File: src/fetch_pkg.sv
`default_nettype none

package fetch_pkg;

    // ########################################
    // fetch address
    // ########################################

    localparam int unsigned ADDR_W = 32;                 // byte address width

    // fetch restarts here out of reset
    localparam logic [ADDR_W-1:0] RESET_PC = 32'h0000_1000;

    // ########################################
    // instruction cache line geometry
    // ########################################

    localparam int unsigned LINE_WORDS = 4;              // 32 bit words per line
    localparam int unsigned LINE_W     = LINE_WORDS * 32; // whole line, 128 bits

    // word pick inside a line, pc[3:2]
    localparam int unsigned OFS_W = 2;

    // lowest tag bit, lines sit on 16 byte boundaries
    localparam int unsigned LINE_LSB = 4;

    // the tag is pc[ADDR_W-1:LINE_LSB] and the word index sits right below it,
    // pc[1:0] is always zero since there are no compressed instructions

endpackage

`default_nettype wire

File: src/fe_fb_if.sv
`default_nettype none

interface fe_fb_if;

    // from the pc controller
    logic [fetch_pkg::ADDR_W-1:0] pc;    // current fetch address
    logic                         flush; // redirect this cycle, nuke or mispredict

    // from the fetch buffer
    logic                         hit;   // pc line is held in the buffer
    logic [31:0]                  instr; // word of the held line at pc

    // from the output stage
    logic                         advance; // fe1 takes the word at pc

    modport pc_mp (
        output pc,
        output flush,
        input  advance
    );

    modport buf_mp (
        input  pc,
        output hit,
        output instr
    );

    modport out_mp (
        input  pc,
        input  hit,
        input  instr,
        input  flush,
        output advance
    );

endinterface

`default_nettype wire

File: src/fe_buf.sv
`default_nettype none

module fe_buf (
    input  wire logic                         clk,
    input  wire logic                         reset,

    fe_fb_if.buf_mp                           fb,

    // instruction cache request
    output logic                              ic_req_valid,
    output logic [fetch_pkg::ADDR_W-1:0]      ic_req_addr,

    // instruction cache response
    input  wire logic                         ic_rsp_valid,
    input  wire logic [fetch_pkg::LINE_W-1:0] ic_rsp_data
);

    // ########################################
    // held line
    // ########################################

    logic [fetch_pkg::LINE_WORDS-1:0][31:0]           line_q;       // line data
    logic [fetch_pkg::ADDR_W-1:fetch_pkg::LINE_LSB]   tag_q;        // line address of line_q
    logic                                             line_valid_q; // line_q is usable

    // ########################################
    // miss tracking
    // ########################################

    logic                                             waiting_q;    // request outstanding
    logic [fetch_pkg::ADDR_W-1:fetch_pkg::LINE_LSB]   req_tag_q;    // line being fetched

    logic [fetch_pkg::ADDR_W-1:fetch_pkg::LINE_LSB]   pc_tag;       // line address of pc
    logic [fetch_pkg::OFS_W-1:0]                      pc_ofs;       // word in line
    logic                                             hit;
    logic                                             send_req;     // miss goes out next edge

    assign pc_tag = fb.pc[fetch_pkg::ADDR_W-1:fetch_pkg::LINE_LSB];
    assign pc_ofs = fb.pc[fetch_pkg::LINE_LSB-1 -: fetch_pkg::OFS_W];

    assign hit      = line_valid_q && (tag_q == pc_tag);
    assign send_req = !hit && !waiting_q; // one miss in flight at most

    // lookup is combinational in the pc cycle
    assign fb.hit   = hit;
    assign fb.instr = line_q[pc_ofs];

    // request side, pulse one cycle after the miss
    always_ff @(posedge clk) begin
        if (reset) begin
            ic_req_valid <= 1'b0;
            waiting_q    <= 1'b0;
        end else begin
            ic_req_valid <= send_req;
            if (send_req) begin
                waiting_q <= 1'b1;         // held until the response
            end else if (ic_rsp_valid) begin
                waiting_q <= 1'b0;         // free for the next miss
            end
        end
    end

    always_ff @(posedge clk) begin
        if (send_req) begin
            req_tag_q <= pc_tag;           // pc may be redirected meanwhile
        end
    end

    assign ic_req_addr = {req_tag_q, {fetch_pkg::LINE_LSB{1'b0}}}; // line aligned

    // ########################################
    // line fill
    // ########################################

    // a fill that lands after a redirect is kept, the tag still names it
    always_ff @(posedge clk) begin
        if (reset) begin
            line_valid_q <= 1'b0;
        end else if (ic_rsp_valid && waiting_q) begin
            line_valid_q <= 1'b1;
        end
    end

    always_ff @(posedge clk) begin
        if (ic_rsp_valid && waiting_q) begin
            line_q <= ic_rsp_data;         // word i at request addr + 4*i
            tag_q  <= req_tag_q;
        end
    end

endmodule

`default_nettype wire

File: src/fe_out.sv
`default_nettype none

module fe_out (
    input  wire logic                    clk,
    input  wire logic                    reset,

    fe_fb_if.out_mp                      fb,

    input  wire logic                    decode_ready_de0,

    output logic                         valid_fe1,
    output logic [fetch_pkg::ADDR_W-1:0] pc_fe1,
    output logic [31:0]                  instr_fe1
);

    logic stage_free; // fe1 empty or taken by decode this cycle
    logic advance;

    // ########################################
    // advance
    // ########################################

    assign stage_free = !valid_fe1 || decode_ready_de0;

    // a redirect cycle never advances, the pc is stale
    assign advance = fb.hit && !fb.flush && stage_free;

    assign fb.advance = advance;

    // ########################################
    // fe1 stage
    // ########################################

    always_ff @(posedge clk) begin
        if (reset) begin
            valid_fe1 <= 1'b0;
        end else if (advance) begin
            valid_fe1 <= 1'b1;         // new word in fe1
        end else if (fb.flush) begin
            valid_fe1 <= 1'b0;         // drop the wrong path word
        end else if (decode_ready_de0) begin
            valid_fe1 <= 1'b0;         // taken, nothing behind it
        end
    end

    // payload only moves on advance so a stall holds it as is
    always_ff @(posedge clk) begin
        if (advance) begin
            pc_fe1    <= fb.pc;
            instr_fe1 <= fb.instr;
        end
    end

endmodule

`default_nettype wire

File: src/fe_pc_ctl.sv
`default_nettype none

module fe_pc_ctl (
    input  wire logic                         clk,
    input  wire logic                         reset,

    fe_fb_if.pc_mp                            fb,

    input  wire logic                         br_mispred_valid_ex0,
    input  wire logic [fetch_pkg::ADDR_W-1:0] br_mispred_target_ex0,

    input  wire logic                         nuke_valid_rb1,
    input  wire logic [fetch_pkg::ADDR_W-1:0] nuke_pc_rb1
);

    logic [fetch_pkg::ADDR_W-1:0] pc_q;        // fetch pc register
    logic [fetch_pkg::ADDR_W-1:0] pc_nxt;      // next fetch pc
    logic [fetch_pkg::ADDR_W-1:0] redirect_pc; // winning redirect target
    logic                         redirect;    // any redirect this cycle

    // ########################################
    // redirect select
    // ########################################

    assign redirect = nuke_valid_rb1 | br_mispred_valid_ex0;

    always_comb begin
        redirect_pc = br_mispred_target_ex0; // mispredict by default
        if (nuke_valid_rb1) begin
            redirect_pc = nuke_pc_rb1;       // nuke is older, wins
        end
    end

    // ########################################
    // next pc
    // ########################################

    always_comb begin
        pc_nxt = pc_q;                       // hold while nothing moves
        if (redirect) begin
            pc_nxt = redirect_pc;            // new path from the next edge
        end else if (fb.advance) begin
            pc_nxt = pc_q + 'd4;             // sequential step
        end
    end

    always_ff @(posedge clk) begin
        if (reset) begin
            pc_q <= fetch_pkg::RESET_PC;
        end else begin
            pc_q <= pc_nxt;
        end
    end

    // the only place the redirect inputs are looked at, the buffer and the
    // output stage follow flush instead
    assign fb.pc    = pc_q;
    assign fb.flush = redirect;

endmodule

`default_nettype wire

File: src/fetch.sv
`default_nettype none

module fetch (
    input  wire logic                         clk,
    input  wire logic                         reset,

    // instruction cache
    output logic                              ic_req_valid,
    output logic [fetch_pkg::ADDR_W-1:0]      ic_req_addr,
    input  wire logic                         ic_rsp_valid,
    input  wire logic [fetch_pkg::LINE_W-1:0] ic_rsp_data,

    // redirects
    input  wire logic                         br_mispred_valid_ex0,
    input  wire logic [fetch_pkg::ADDR_W-1:0] br_mispred_target_ex0,
    input  wire logic                         nuke_valid_rb1,
    input  wire logic [fetch_pkg::ADDR_W-1:0] nuke_pc_rb1,

    // decode
    input  wire logic                         decode_ready_de0,
    output logic                              valid_fe1,
    output logic [fetch_pkg::ADDR_W-1:0]      pc_fe1,
    output logic [31:0]                       instr_fe1
);

    // ########################################
    // pc, buffer and fe1 glue
    // ########################################

    fe_fb_if fb ();

    fe_pc_ctl pc_ctl0 (
        .clk                   (clk),
        .reset                 (reset),
        .fb                    (fb),
        .br_mispred_valid_ex0  (br_mispred_valid_ex0),
        .br_mispred_target_ex0 (br_mispred_target_ex0),
        .nuke_valid_rb1        (nuke_valid_rb1),
        .nuke_pc_rb1           (nuke_pc_rb1)
    );

    fe_buf buf0 (
        .clk          (clk),
        .reset        (reset),
        .fb           (fb),
        .ic_req_valid (ic_req_valid),
        .ic_req_addr  (ic_req_addr),
        .ic_rsp_valid (ic_rsp_valid),
        .ic_rsp_data  (ic_rsp_data)
    );

    fe_out out0 (
        .clk              (clk),
        .reset            (reset),
        .fb               (fb),
        .decode_ready_de0 (decode_ready_de0),
        .valid_fe1        (valid_fe1),
        .pc_fe1           (pc_fe1),
        .instr_fe1        (instr_fe1)
    );

endmodule

`default_nettype wire

File: config.mk
export PLATFORM = sky130hd
export DESIGN_NAME = fetch
export DESIGN_NICKNAME = d
export VERILOG_FILES = /design/src/fetch_pkg.sv /design/src/fe_fb_if.sv /design/src/fe_buf.sv /design/src/fe_out.sv /design/src/fe_pc_ctl.sv /design/src/fetch.sv
export SDC_FILE = /design/constraint.sdc
export NUM_CORES = 1
export LEC_CHECK = 0
export CAP_MARGIN = 20
export CELL_PAD_IN_SITES_DETAIL_PLACEMENT = 0
export CELL_PAD_IN_SITES_GLOBAL_PLACEMENT = 1
export CORE_ASPECT_RATIO = 1.2
export CORE_UTILIZATION = 56
export DETAILED_ROUTE_END_ITERATION = 12
export DONT_BUFFER_PORTS = 1
export GPL_TIMING_DRIVEN = 0
export PLACE_DENSITY = 0.84
export SLEW_MARGIN = 30
export SYNTH_ARGS = -nofsm -noshare
export SYNTH_HDL_FRONTEND = slang
export SYNTH_SLANG_ARGS = --single-unit
File: constraint.sdc
create_clock -name clk -period 13.6 [get_ports clk]
set_input_delay 2.72 -clock clk [delete_from_list [all_inputs] [get_ports clk]]
set_output_delay 2.72 -clock clk [all_outputs]
set_load 0.1 [all_outputs]
; ---- Word-level counts from Yosys, hierarchy flattened
; Index checks and enable logic that the tools add are counted.
[totals]
regBits = 284
input_bits = 198
elab_cells = 40
[classes]
n_addsub = 1
n_lt_le_gt_ge = 1
eq_ne = 1
n_mux = 10
bitwise_logic = 1
n_reduce_logical = 13
[op_table]
columns = op, count
row1 = 32-bit 2-to-1 mux, 4
row2 = 32-bit binary-select mux with 2-bit select, 1
row3 = "32-bit by 3-bit adder with 32-bit output, second input constant", 1
row4 = 28-bit equality test, 1
row5 = 1-bit logical AND, 5
row6 = 1-bit 2-to-1 mux, 5
row7 = 1-bit zero test, 4
row8 = 2-bit nonzero test, 2
row9 = "2-bit by 3-bit < comparator with 1-bit output, second input constant", 1
row10 = 3-bit nonzero test, 1
row11 = 1-bit logical OR, 1
row12 = 1-bit bitwise OR, 1

; ---- Depth between registers and ports, before layout
; Gate-level depths: netlist (run 1).
[logic_depth]
word_depth = 6
depth_mapped = 9
mapped_depth_nobuf = 7

; ---- Modules after synthesis
; A second synthesis (run 1) with hierarchy kept.
[unflattened]
hier_cells = 679
area_unflattened_um2 = 11048.1
[modules_own_cells]
columns = module, instances, cells_each, area_per_inst_um2
row1 = fe_buf, 1, 280, 6745.2
row2 = fe_pc_ctl, 1, 330, 2323.5
row3 = fe_out, 1, 69, 1979.4

; ---- Least setup slack after synthesis (run 1)
; OpenSTA, ideal clock, no wires.
[synth_path]
path_type = input-to-reg
start = input ic_rsp_valid
end = register buf0.line_q[0] (netlist name), enable pin
setup_ns = 0.535
t_arrival_ns = 6.291
required_ns = 13.065
slack_ns = 6.774
path_stages = 1
cell_sequence = and2_1
[synth_between]
elab_chain_len = 1
[synth_rtl]
columns = item, line
row1 = "start, declared", fetch.sv:10  ; input wire logic ic_rsp_valid,
row2 = 1-bit logical AND, fe_buf.sv:85  ; if (ic_rsp_valid && waiting_q) begin
row3 = "end signal, assigned", fe_buf.sv:86  ; line_q <= ic_rsp_data;
row4 = "end, declared", fe_buf.sv:22  ; logic [fetch_pkg::LINE_WORDS-1:0][31:0] line_q;
; Every way passes these cells.
; A chain may end at the register's enable or synchronous reset.

; ---- Worst setup path after layout (run 1)
[layout_path]
start = input decode_ready_de0
end = register out0.instr_fe1[27], enable pin
[layout_between]
elab_chain_len = 2
[layout_rtl]
columns = item, line
row1 = "start, declared", fetch.sv:20  ; input wire logic decode_ready_de0,
row2 = 1-bit logical OR, fe_out.sv:23  ; assign stage_free = !valid_fe1 || decode_ready_de0;
row3 = 1-bit logical AND, fe_out.sv:26  ; assign advance = fb.hit && !fb.flush && stage_free;
row4 = named net fb.advance, fe_fb_if.sv:14  ; logic advance;
row5 = "end signal, assigned", fe_out.sv:50  ; instr_fe1 <= fb.instr;
row6 = "end, declared", fe_out.sv:13  ; output logic [31:0] instr_fe1
; The timed path passes the listed nets, and every way through them passes these cells.

==> impl_metrics.tcl, run 1 <==
set metrics [dict create \
    status "complete, no violations" \
    worstSetupStartpointType "primary input" \
    vias_per_cell 6.30 \
    die_h_um 157 \
    power_frac_comb_pct 5.8 \
    ys_warn_count 0 \
    final.setup.tns_ps 0 \
    p_switching_uw 445 \
    reg2reg_from "pc_ctl0.fb.pc[12]$_SDFFE_PP1P_" \
    synth_cell_types 62 \
    worst_pin_slew_ps 1010 \
    min_to "out0.pc_fe1[0]$_DFFE_PP_" \
    postCtsSetupRepairBufs 0 \
    p_leak_nw 4.06 \
    synthFlopType "edfxtp_1" \
    nets 888 \
    ant_nets 0 \
    crit_chain "or2b_2, nand3_1, nor4_4, nand2_1, buf_6, nor2_4, buf_16, buf_16, buf_16" \
    ff2ff_setup_slack_ps 10010 \
    critPathMaxFanout 22 \
    clk_path_buf_depth 3 \
    htree_levels 1 \
    die_x_um 131 \
    drc 0 \
    vias 6121 \
    busiest_layer "met2" \
    fin_crit_sh_pct 35.0 \
    ir_worst_vdd_uv 134 \
    worstSetupEndpointType "flop" \
    met2_usage_pct 44.4 \
    routabilityCongestion 0.891 \
    seq_area_mm2 0.00817 \
    hold_class "flop to flop" \
    drt_iter0_drc 379 \
    multiInputGateArea_mm2 0.00268 \
    fill_cells 1377 \
    fin_crit_ps 4760 \
    path_delay_family "simple AND/OR/NAND/NOR gates" \
    holdCritStartpoint "pc_ctl0.fb.pc[0]$_SDFFE_PP0P_" \
    synthArstFlopShare_pct 0 \
    syn_inst 651 \
    pwr-share-seq_pct 55.4 \
    synth_edf_count 248 \
    cp.arrival_ps 4990 \
    p_sw_share_pct 23.1 \
    hold_depth 0 \
    io_pins 296 \
    r2r_cells 9 \
    skew_ps 28.5 \
    grt_start_max_net_pins 60 \
    cp_slowest_cell "nor2_4" \
    core-area_mm2 0.0195 \
    clk_latency_ps 540 \
    crit_path_max_incr_delay_ps 450 \
    port_buffers 0 \
    initial_utilization_pct 57.0 \
    post_cts_resize_count 0 \
    avgSynthCellArea_um2 17.1 \
    grt_pass1_vias 6098 \
    cts.clk_slew.worst_paths_ps 60 \
    grtUsageMet1_pct 29.8 \
    overflow 0 \
    grt_antenna_before_repair 1 \
    maxCapViolCount 0 \
    routed_wl_um 26600 \
    power.density_mw_per_mm2 153 \
    hold_viol 0 \
    fmax_mhz 210 \
    required_ps 13840 \
    r2r-end "out0.instr_fe1[27]$_DFFE_PP_" \
    rows 56 \
    clock_sinks 284 \
    whs_ps 436 \
    dieArea_mm2 0.0205 \
    root_buffer "clkbuf_16" \
    first_pass_iters 5 \
    setup_viol 0 \
    cp_common_cell "buf_16" \
    critPathKind "primary input to flop" \
    maxSlewViolCount 0 \
    gr-usage-met3_pct 8.58 \
    cts_hold_buf 0 \
    wire_per_inst_um 27.3 \
    cts_made_buffers 27 \
    synth-seq-cells 284 \
    grt_first_pass_wirelength_um 37700 \
    critPathBufInv 4 \
    slew_headroom_pct 32.7 \
    cts_tree "yes" \
    drive_gt1_share_pct 17.2 \
    gr-usage-all-layers_pct 25.9 \
    area_delta_synth_final_pct 12.6 \
    place_hpwl_um 19100 \
    synth.cell_area_mm2 0.0111 \
    p_int_mw 1.48 \
    seq_area_frac_synth_pct 73.3 \
    clockPowerShare_pct 38.8 \
    rsz0062_at_grt "false" \
]
## state kept, by name, summed over array words and instances, names as in the netlist
| signal | cells |
|---|---|
| buf0.ic_req_valid | 1 |
| buf0.line_q | 128 |
| buf0.line_valid_q | 1 |
| buf0.req_tag_q | 28 |
| buf0.tag_q | 28 |
| buf0.waiting_q | 1 |
| out0.instr_fe1 | 32 |
| out0.pc_fe1 | 32 |
| out0.valid_fe1 | 1 |
| pc_ctl0.fb.pc | 32 |
## layout make-up
| class | instances | share of cell area [%] |
|---|---|---|
| plain buffers | 36 | 2.01 |
| well taps | 261 | 2.60 |
| clock buffers | 33 | 5.57 |
| multi-input cells | 316 | 21.4 |
| diodes | 1 | 0.0200 |
| inverters | 18 | 0.539 |
| repair buffers | 6 | 1.32 |
| clock inverters | 16 | 1.44 |
| flip-flops and latches | 284 | 65.1 |
## metrics by stage
stage / power [mW] / area (um2) / std cells / util [%] / setup WS, ps
3_3_place_gp: 1.19 / 11500 / 915 / 58.7 / 4820
2_1_floorplan: 1.16 / 11200 / 654 / - / 6770
5_1_grt: 1.97 / 12500 / 970 / 64.1 / 8760
6_report: 1.92 / 12500 / 971 / 64.2 / 8840
4_1_cts: 1.93 / 12500 / 970 / 64.1 / 8840
3_5_place_dp: 1.19 / 11700 / 921 / 59.6 / 8290
## power groups by stage
stage               Sequential (mW)  Clock (mW)  Combinational (mW)
floorplan                      1.08           0              0.0825
global placement               1.08           0               0.104
detailed placement             1.08           0               0.111
CTS                            1.06       0.755               0.111
global route                   1.07       0.783               0.119
finish                         1.06       0.746               0.111
## worst max-delay path by stage
stage                     depth (start not counted)                           end             start  slack, ps
after floorplan                                   1      buf0.line_q[0]$_DFFE_PP_      ic_rsp_valid       6770
after global routing                              9     out0.pc_fe1[10]$_DFFE_PP_  decode_ready_de0       8760
after global placement                            6     out0.pc_fe1[18]$_DFFE_PP_  decode_ready_de0       4820
after detailed placement                          9  out0.instr_fe1[26]$_DFFE_PP_  decode_ready_de0       8290
after CTS                                         9     out0.pc_fe1[10]$_DFFE_PP_  decode_ready_de0       8840
final                                             9  out0.instr_fe1[27]$_DFFE_PP_  decode_ready_de0       8840
## cells in the final DEF (no fill, tap or decap), drive strengths merged, types with 5 or more instances in the layout
cell / n
edfxtp: 248
clkbuf: 49
dfxtp: 36
mux4: 32
xnor2: 32
buf: 25
nor2: 23
nand2: 22
nand4: 21
inv: 18
a21oi: 17
a31oi: 17
o21ai: 16
a22oi: 15
nand3: 12
o31ai: 11
nor3: 10
clkinv: 10
mux2i: 8
a22o: 8
a221oi: 7
nor4: 7
o221a: 6
and3: 6
a21o: 5
## synthesized netlist by cell type, types with 3 or more instances
library cell  count  share of area [%]
edfxtp_1        248                 67
dfxtp_1          36                6.5
mux4_2           32                6.5
xnor2_1          30                2.4
nor2_1           23               0.77
nand2_1          22               0.74
nand4_1          20                1.1
a21oi_1          17               0.76
a31oi_1          17               0.95
inv_1            17               0.57
a22oi_1          15                1.0
o21ai_0          15               0.67
nand3_1          12               0.54
clkbuf_1         11               0.37
o31ai_1          11               0.74
nor3_1           10               0.45
buf_2             9               0.40
a22o_1            8               0.63
mux2i_1           8               0.72
a221oi_1          6               0.47
o221a_2           6               0.61
a21o_1            5               0.34
and3_1            5               0.28
buf_4             5               0.34
clkbuf_8          5               0.62
a211oi_1          4               0.27
and2_1            4               0.22
nor4_1            4               0.22
nor2b_1           3               0.17
## logic make-up (layout without fill, tap and decap cells)
family / Yosys count / count (layout) / synth area share [%]
and+or+nand+nor: 115 / 115 / 5.67
buffers and inverters: 54 / 109 / 2.86
other: 1 / 5 / 0.0337
xor gates and xnor gates: 32 / 32 / 2.75
DFF: 284 / 284 / 73.3
muxes: 40 / 40 / 7.19
adders and majority gates: 1 / 1 / 0.112
AOI/OAI and AO/OA: 124 / 124 / 8.05
## routing by layer
metal	routed length [um]	share of wire, %
met5	0	0
met4	870	3.3
met3	2640	9.9
met2	13600	51
met1	9400	35
(Power assumes the default switching activity.)
==> run 2, diff against run 1 <==
--- a/config.mk
+++ b/config.mk
@@ -9,11 +9,11 @@
 export CELL_PAD_IN_SITES_DETAIL_PLACEMENT = 0
 export CELL_PAD_IN_SITES_GLOBAL_PLACEMENT = 1
 export CORE_ASPECT_RATIO = 1.2
-export CORE_UTILIZATION = 56
+export CORE_UTILIZATION = 47
 export DETAILED_ROUTE_END_ITERATION = 12
 export DONT_BUFFER_PORTS = 1
 export GPL_TIMING_DRIVEN = 0
-export PLACE_DENSITY = 0.84
+export PLACE_DENSITY = 0.75
 export SLEW_MARGIN = 30
 export SYNTH_ARGS = -nofsm -noshare
 export SYNTH_HDL_FRONTEND = slang
==> constraint.sdc (replaced) <==
create_clock -name clk -period 4.2 [get_ports clk]
set_input_delay 0.84 -clock clk [delete_from_list [all_inputs] [get_ports clk]]
set_output_delay 0.84 -clock clk [all_outputs]
set_load 0.1 [all_outputs]
==> impl_metrics.tcl, run 2 (synthesis gave the netlist of run 1 again) <==
set metrics [dict create \
    busiest_layer "met2" \
    core-area_mm2 0.0232 \
    worstSetupEndpointType "flop" \
    final_cell_mix "248 x edfxtp_1, 36 x dfxtp_1, 32 x mux4_2" \
    worstSetupStartpointType "flop" \
    clk_path_buf_depth 3 \
    initial_utilization_pct 48.0 \
    grt_pass1_vias 6283 \
    fmax_mhz 296 \
    fin_crit_ps 3380 \
    critPathBufInv 3 \
    drt_iter0_drc 443 \
    path_delay_family "simple AND/OR/NAND/NOR gates" \
    critPathMaxFanout 22 \
    worst_pin_slew_ps 1010 \
    rows 61 \
    maxCapViolCount 0 \
    cp.arrival_ps 3620 \
    routabilityCongestion 0.895 \
    slew_headroom_pct 32.8 \
    routed_wl_um 27700 \
    gr-usage-met3_pct 7.67 \
    first_pass_iters 5 \
    die_h_um 171 \
    crit_chain "xnor2_1, nand4_1, nor4_4, nand2_1, buf_6, nor2_4, buf_16, buf_16" \
    hold_class "primary input to flop" \
    regMostFlops "buf0.line_q" \
    mostFrequentLayoutCell "edfxtp_1" \
    power.density_mw_per_mm2 500 \
    postCtsSetupRepairBufs 0 \
    cts_made_buffers 28 \
    status "complete, no violations" \
    rsz0062_at_grt "false" \
    root_buffer "clkbuf_16" \
    ir_worst_vdd_uv 513 \
    grt_antenna_before_repair 1 \
    cp_slowest_cell "nor4_4" \
    overflow 0 \
    post_cts_resize_count 0 \
    cts_hold_buf 0 \
    port_buffers 0 \
    wire_per_inst_um 26.9 \
    cp_common_cell "buf_16" \
    critPathKind "flop to flop" \
    io_pins 296 \
    hold_viol 0 \
    htree_levels 1 \
    utilization_pct 54.7 \
    area_delta_synth_final_pct 13.9 \
    vias 6099 \
    required_ps 4440 \
    fin_crit_sh_pct 80.5 \
    place_hpwl_um 20200 \
    setup_viol 0 \
    pre_cts_ws_ps 817 \
    dieArea_mm2 0.0243 \
    ant_nets 0 \
    drc 0 \
    grt_first_pass_wirelength_um 39600 \
    met2_usage_pct 39.8 \
    drive_gt1_share_pct 17.9 \
    skew_ps 14.3 \
    die_x_um 143 \
    nets 890 \
    gr-usage-all-layers_pct 22.8 \
    clock_sinks 284 \
    largest_register_ffs 128 \
    clk_latency_ps 540 \
    cts_tree "yes" \
    maxSlewViolCount 0 \
    cts.clk_slew.worst_paths_ps 70 \
    vias_per_cell 5.94 \
    grtUsageMet1_pct 25.6 \
    p_leak_nw 4.10 \
    setup_slack_ps 820 \
    grt_start_max_net_pins 57 \
    crit_path_max_incr_delay_ps 620 \
]
-- run 2: cell count changes in the layout (fill, tap and decap cells not counted), sizes merged --
cell / before / now
clkinvlp: 2 / 4
inv: 18 / 17
buf: 25 / 26
-- run 2: final cells by class --
type | count | area [um2]
clock inverter | 17 | 194
multi-input combinational | 316 | 2680
timing repair buffer | 7 | 193
buffer | 36 | 251
inverter | 18 | 67.6
antenna | 1 | 2.50
fill | 1862 | 10500
clock buffer | 33 | 741
sequential | 284 | 8170
tap | 315 | 394
-- run 2: worst paths after layout --
path	cells after the start	end	startpoint	slack [ps]
worst min register to register	0	out0.pc_fe1[0]$_DFFE_PP_	pc_ctl0.fb.pc[0]$_SDFFE_PP0P_	460
worst max-delay path	8	out0.pc_fe1[5]$_DFFE_PP_	pc_ctl0.fb.pc[13]$_SDFFE_PP0P_	820
worst max register to register	8	out0.pc_fe1[5]$_DFFE_PP_	pc_ctl0.fb.pc[13]$_SDFFE_PP0P_	820
worst min-delay path	0	buf0.line_q[22]$_DFFE_PP_	ic_rsp_data[22]	390
-- run 2: worst reg2reg max path, stage by stage (launching register included) --
cell and delay (ps):
dfxtp_1 590, xnor2_1 190, nand4_1 260, nor4_4 620, nand2_1 280, buf_6 240
nor2_4 470, buf_16 230, buf_16 190
-- run 2: layer usage --
| metal | share of wire (%) | vias to the layer above |
|---|---|---|
| met2 | 51 | 373 |
| met5 | 0 | - |
| met4 | 3.3 | 0 |
| met1 | 35 | 2991 |
| met3 | 10 | 49 |
| li1 | - | 2686 |
-- run 2: power by group --
group	internal, mW	switching (mW)
clock	1.50	1.04
sequential	3.20	0.238
combinational	0.153	0.212
-- run 2: per-stage QoR --
stage                     setup TNS (ps)  area (um2)  total power, mW  cells  hold slack (ps)
after floorplan                        0       11200             3.74    654              408
after global placement            -67230       11500             3.85    969              426
after detailed placement               0       11800             3.87    976              438
after CTS                              0       12700             6.40   1026              373
after global routing                   0       12700             6.52   1026              369
final                                  0       12700             6.35   1027              395
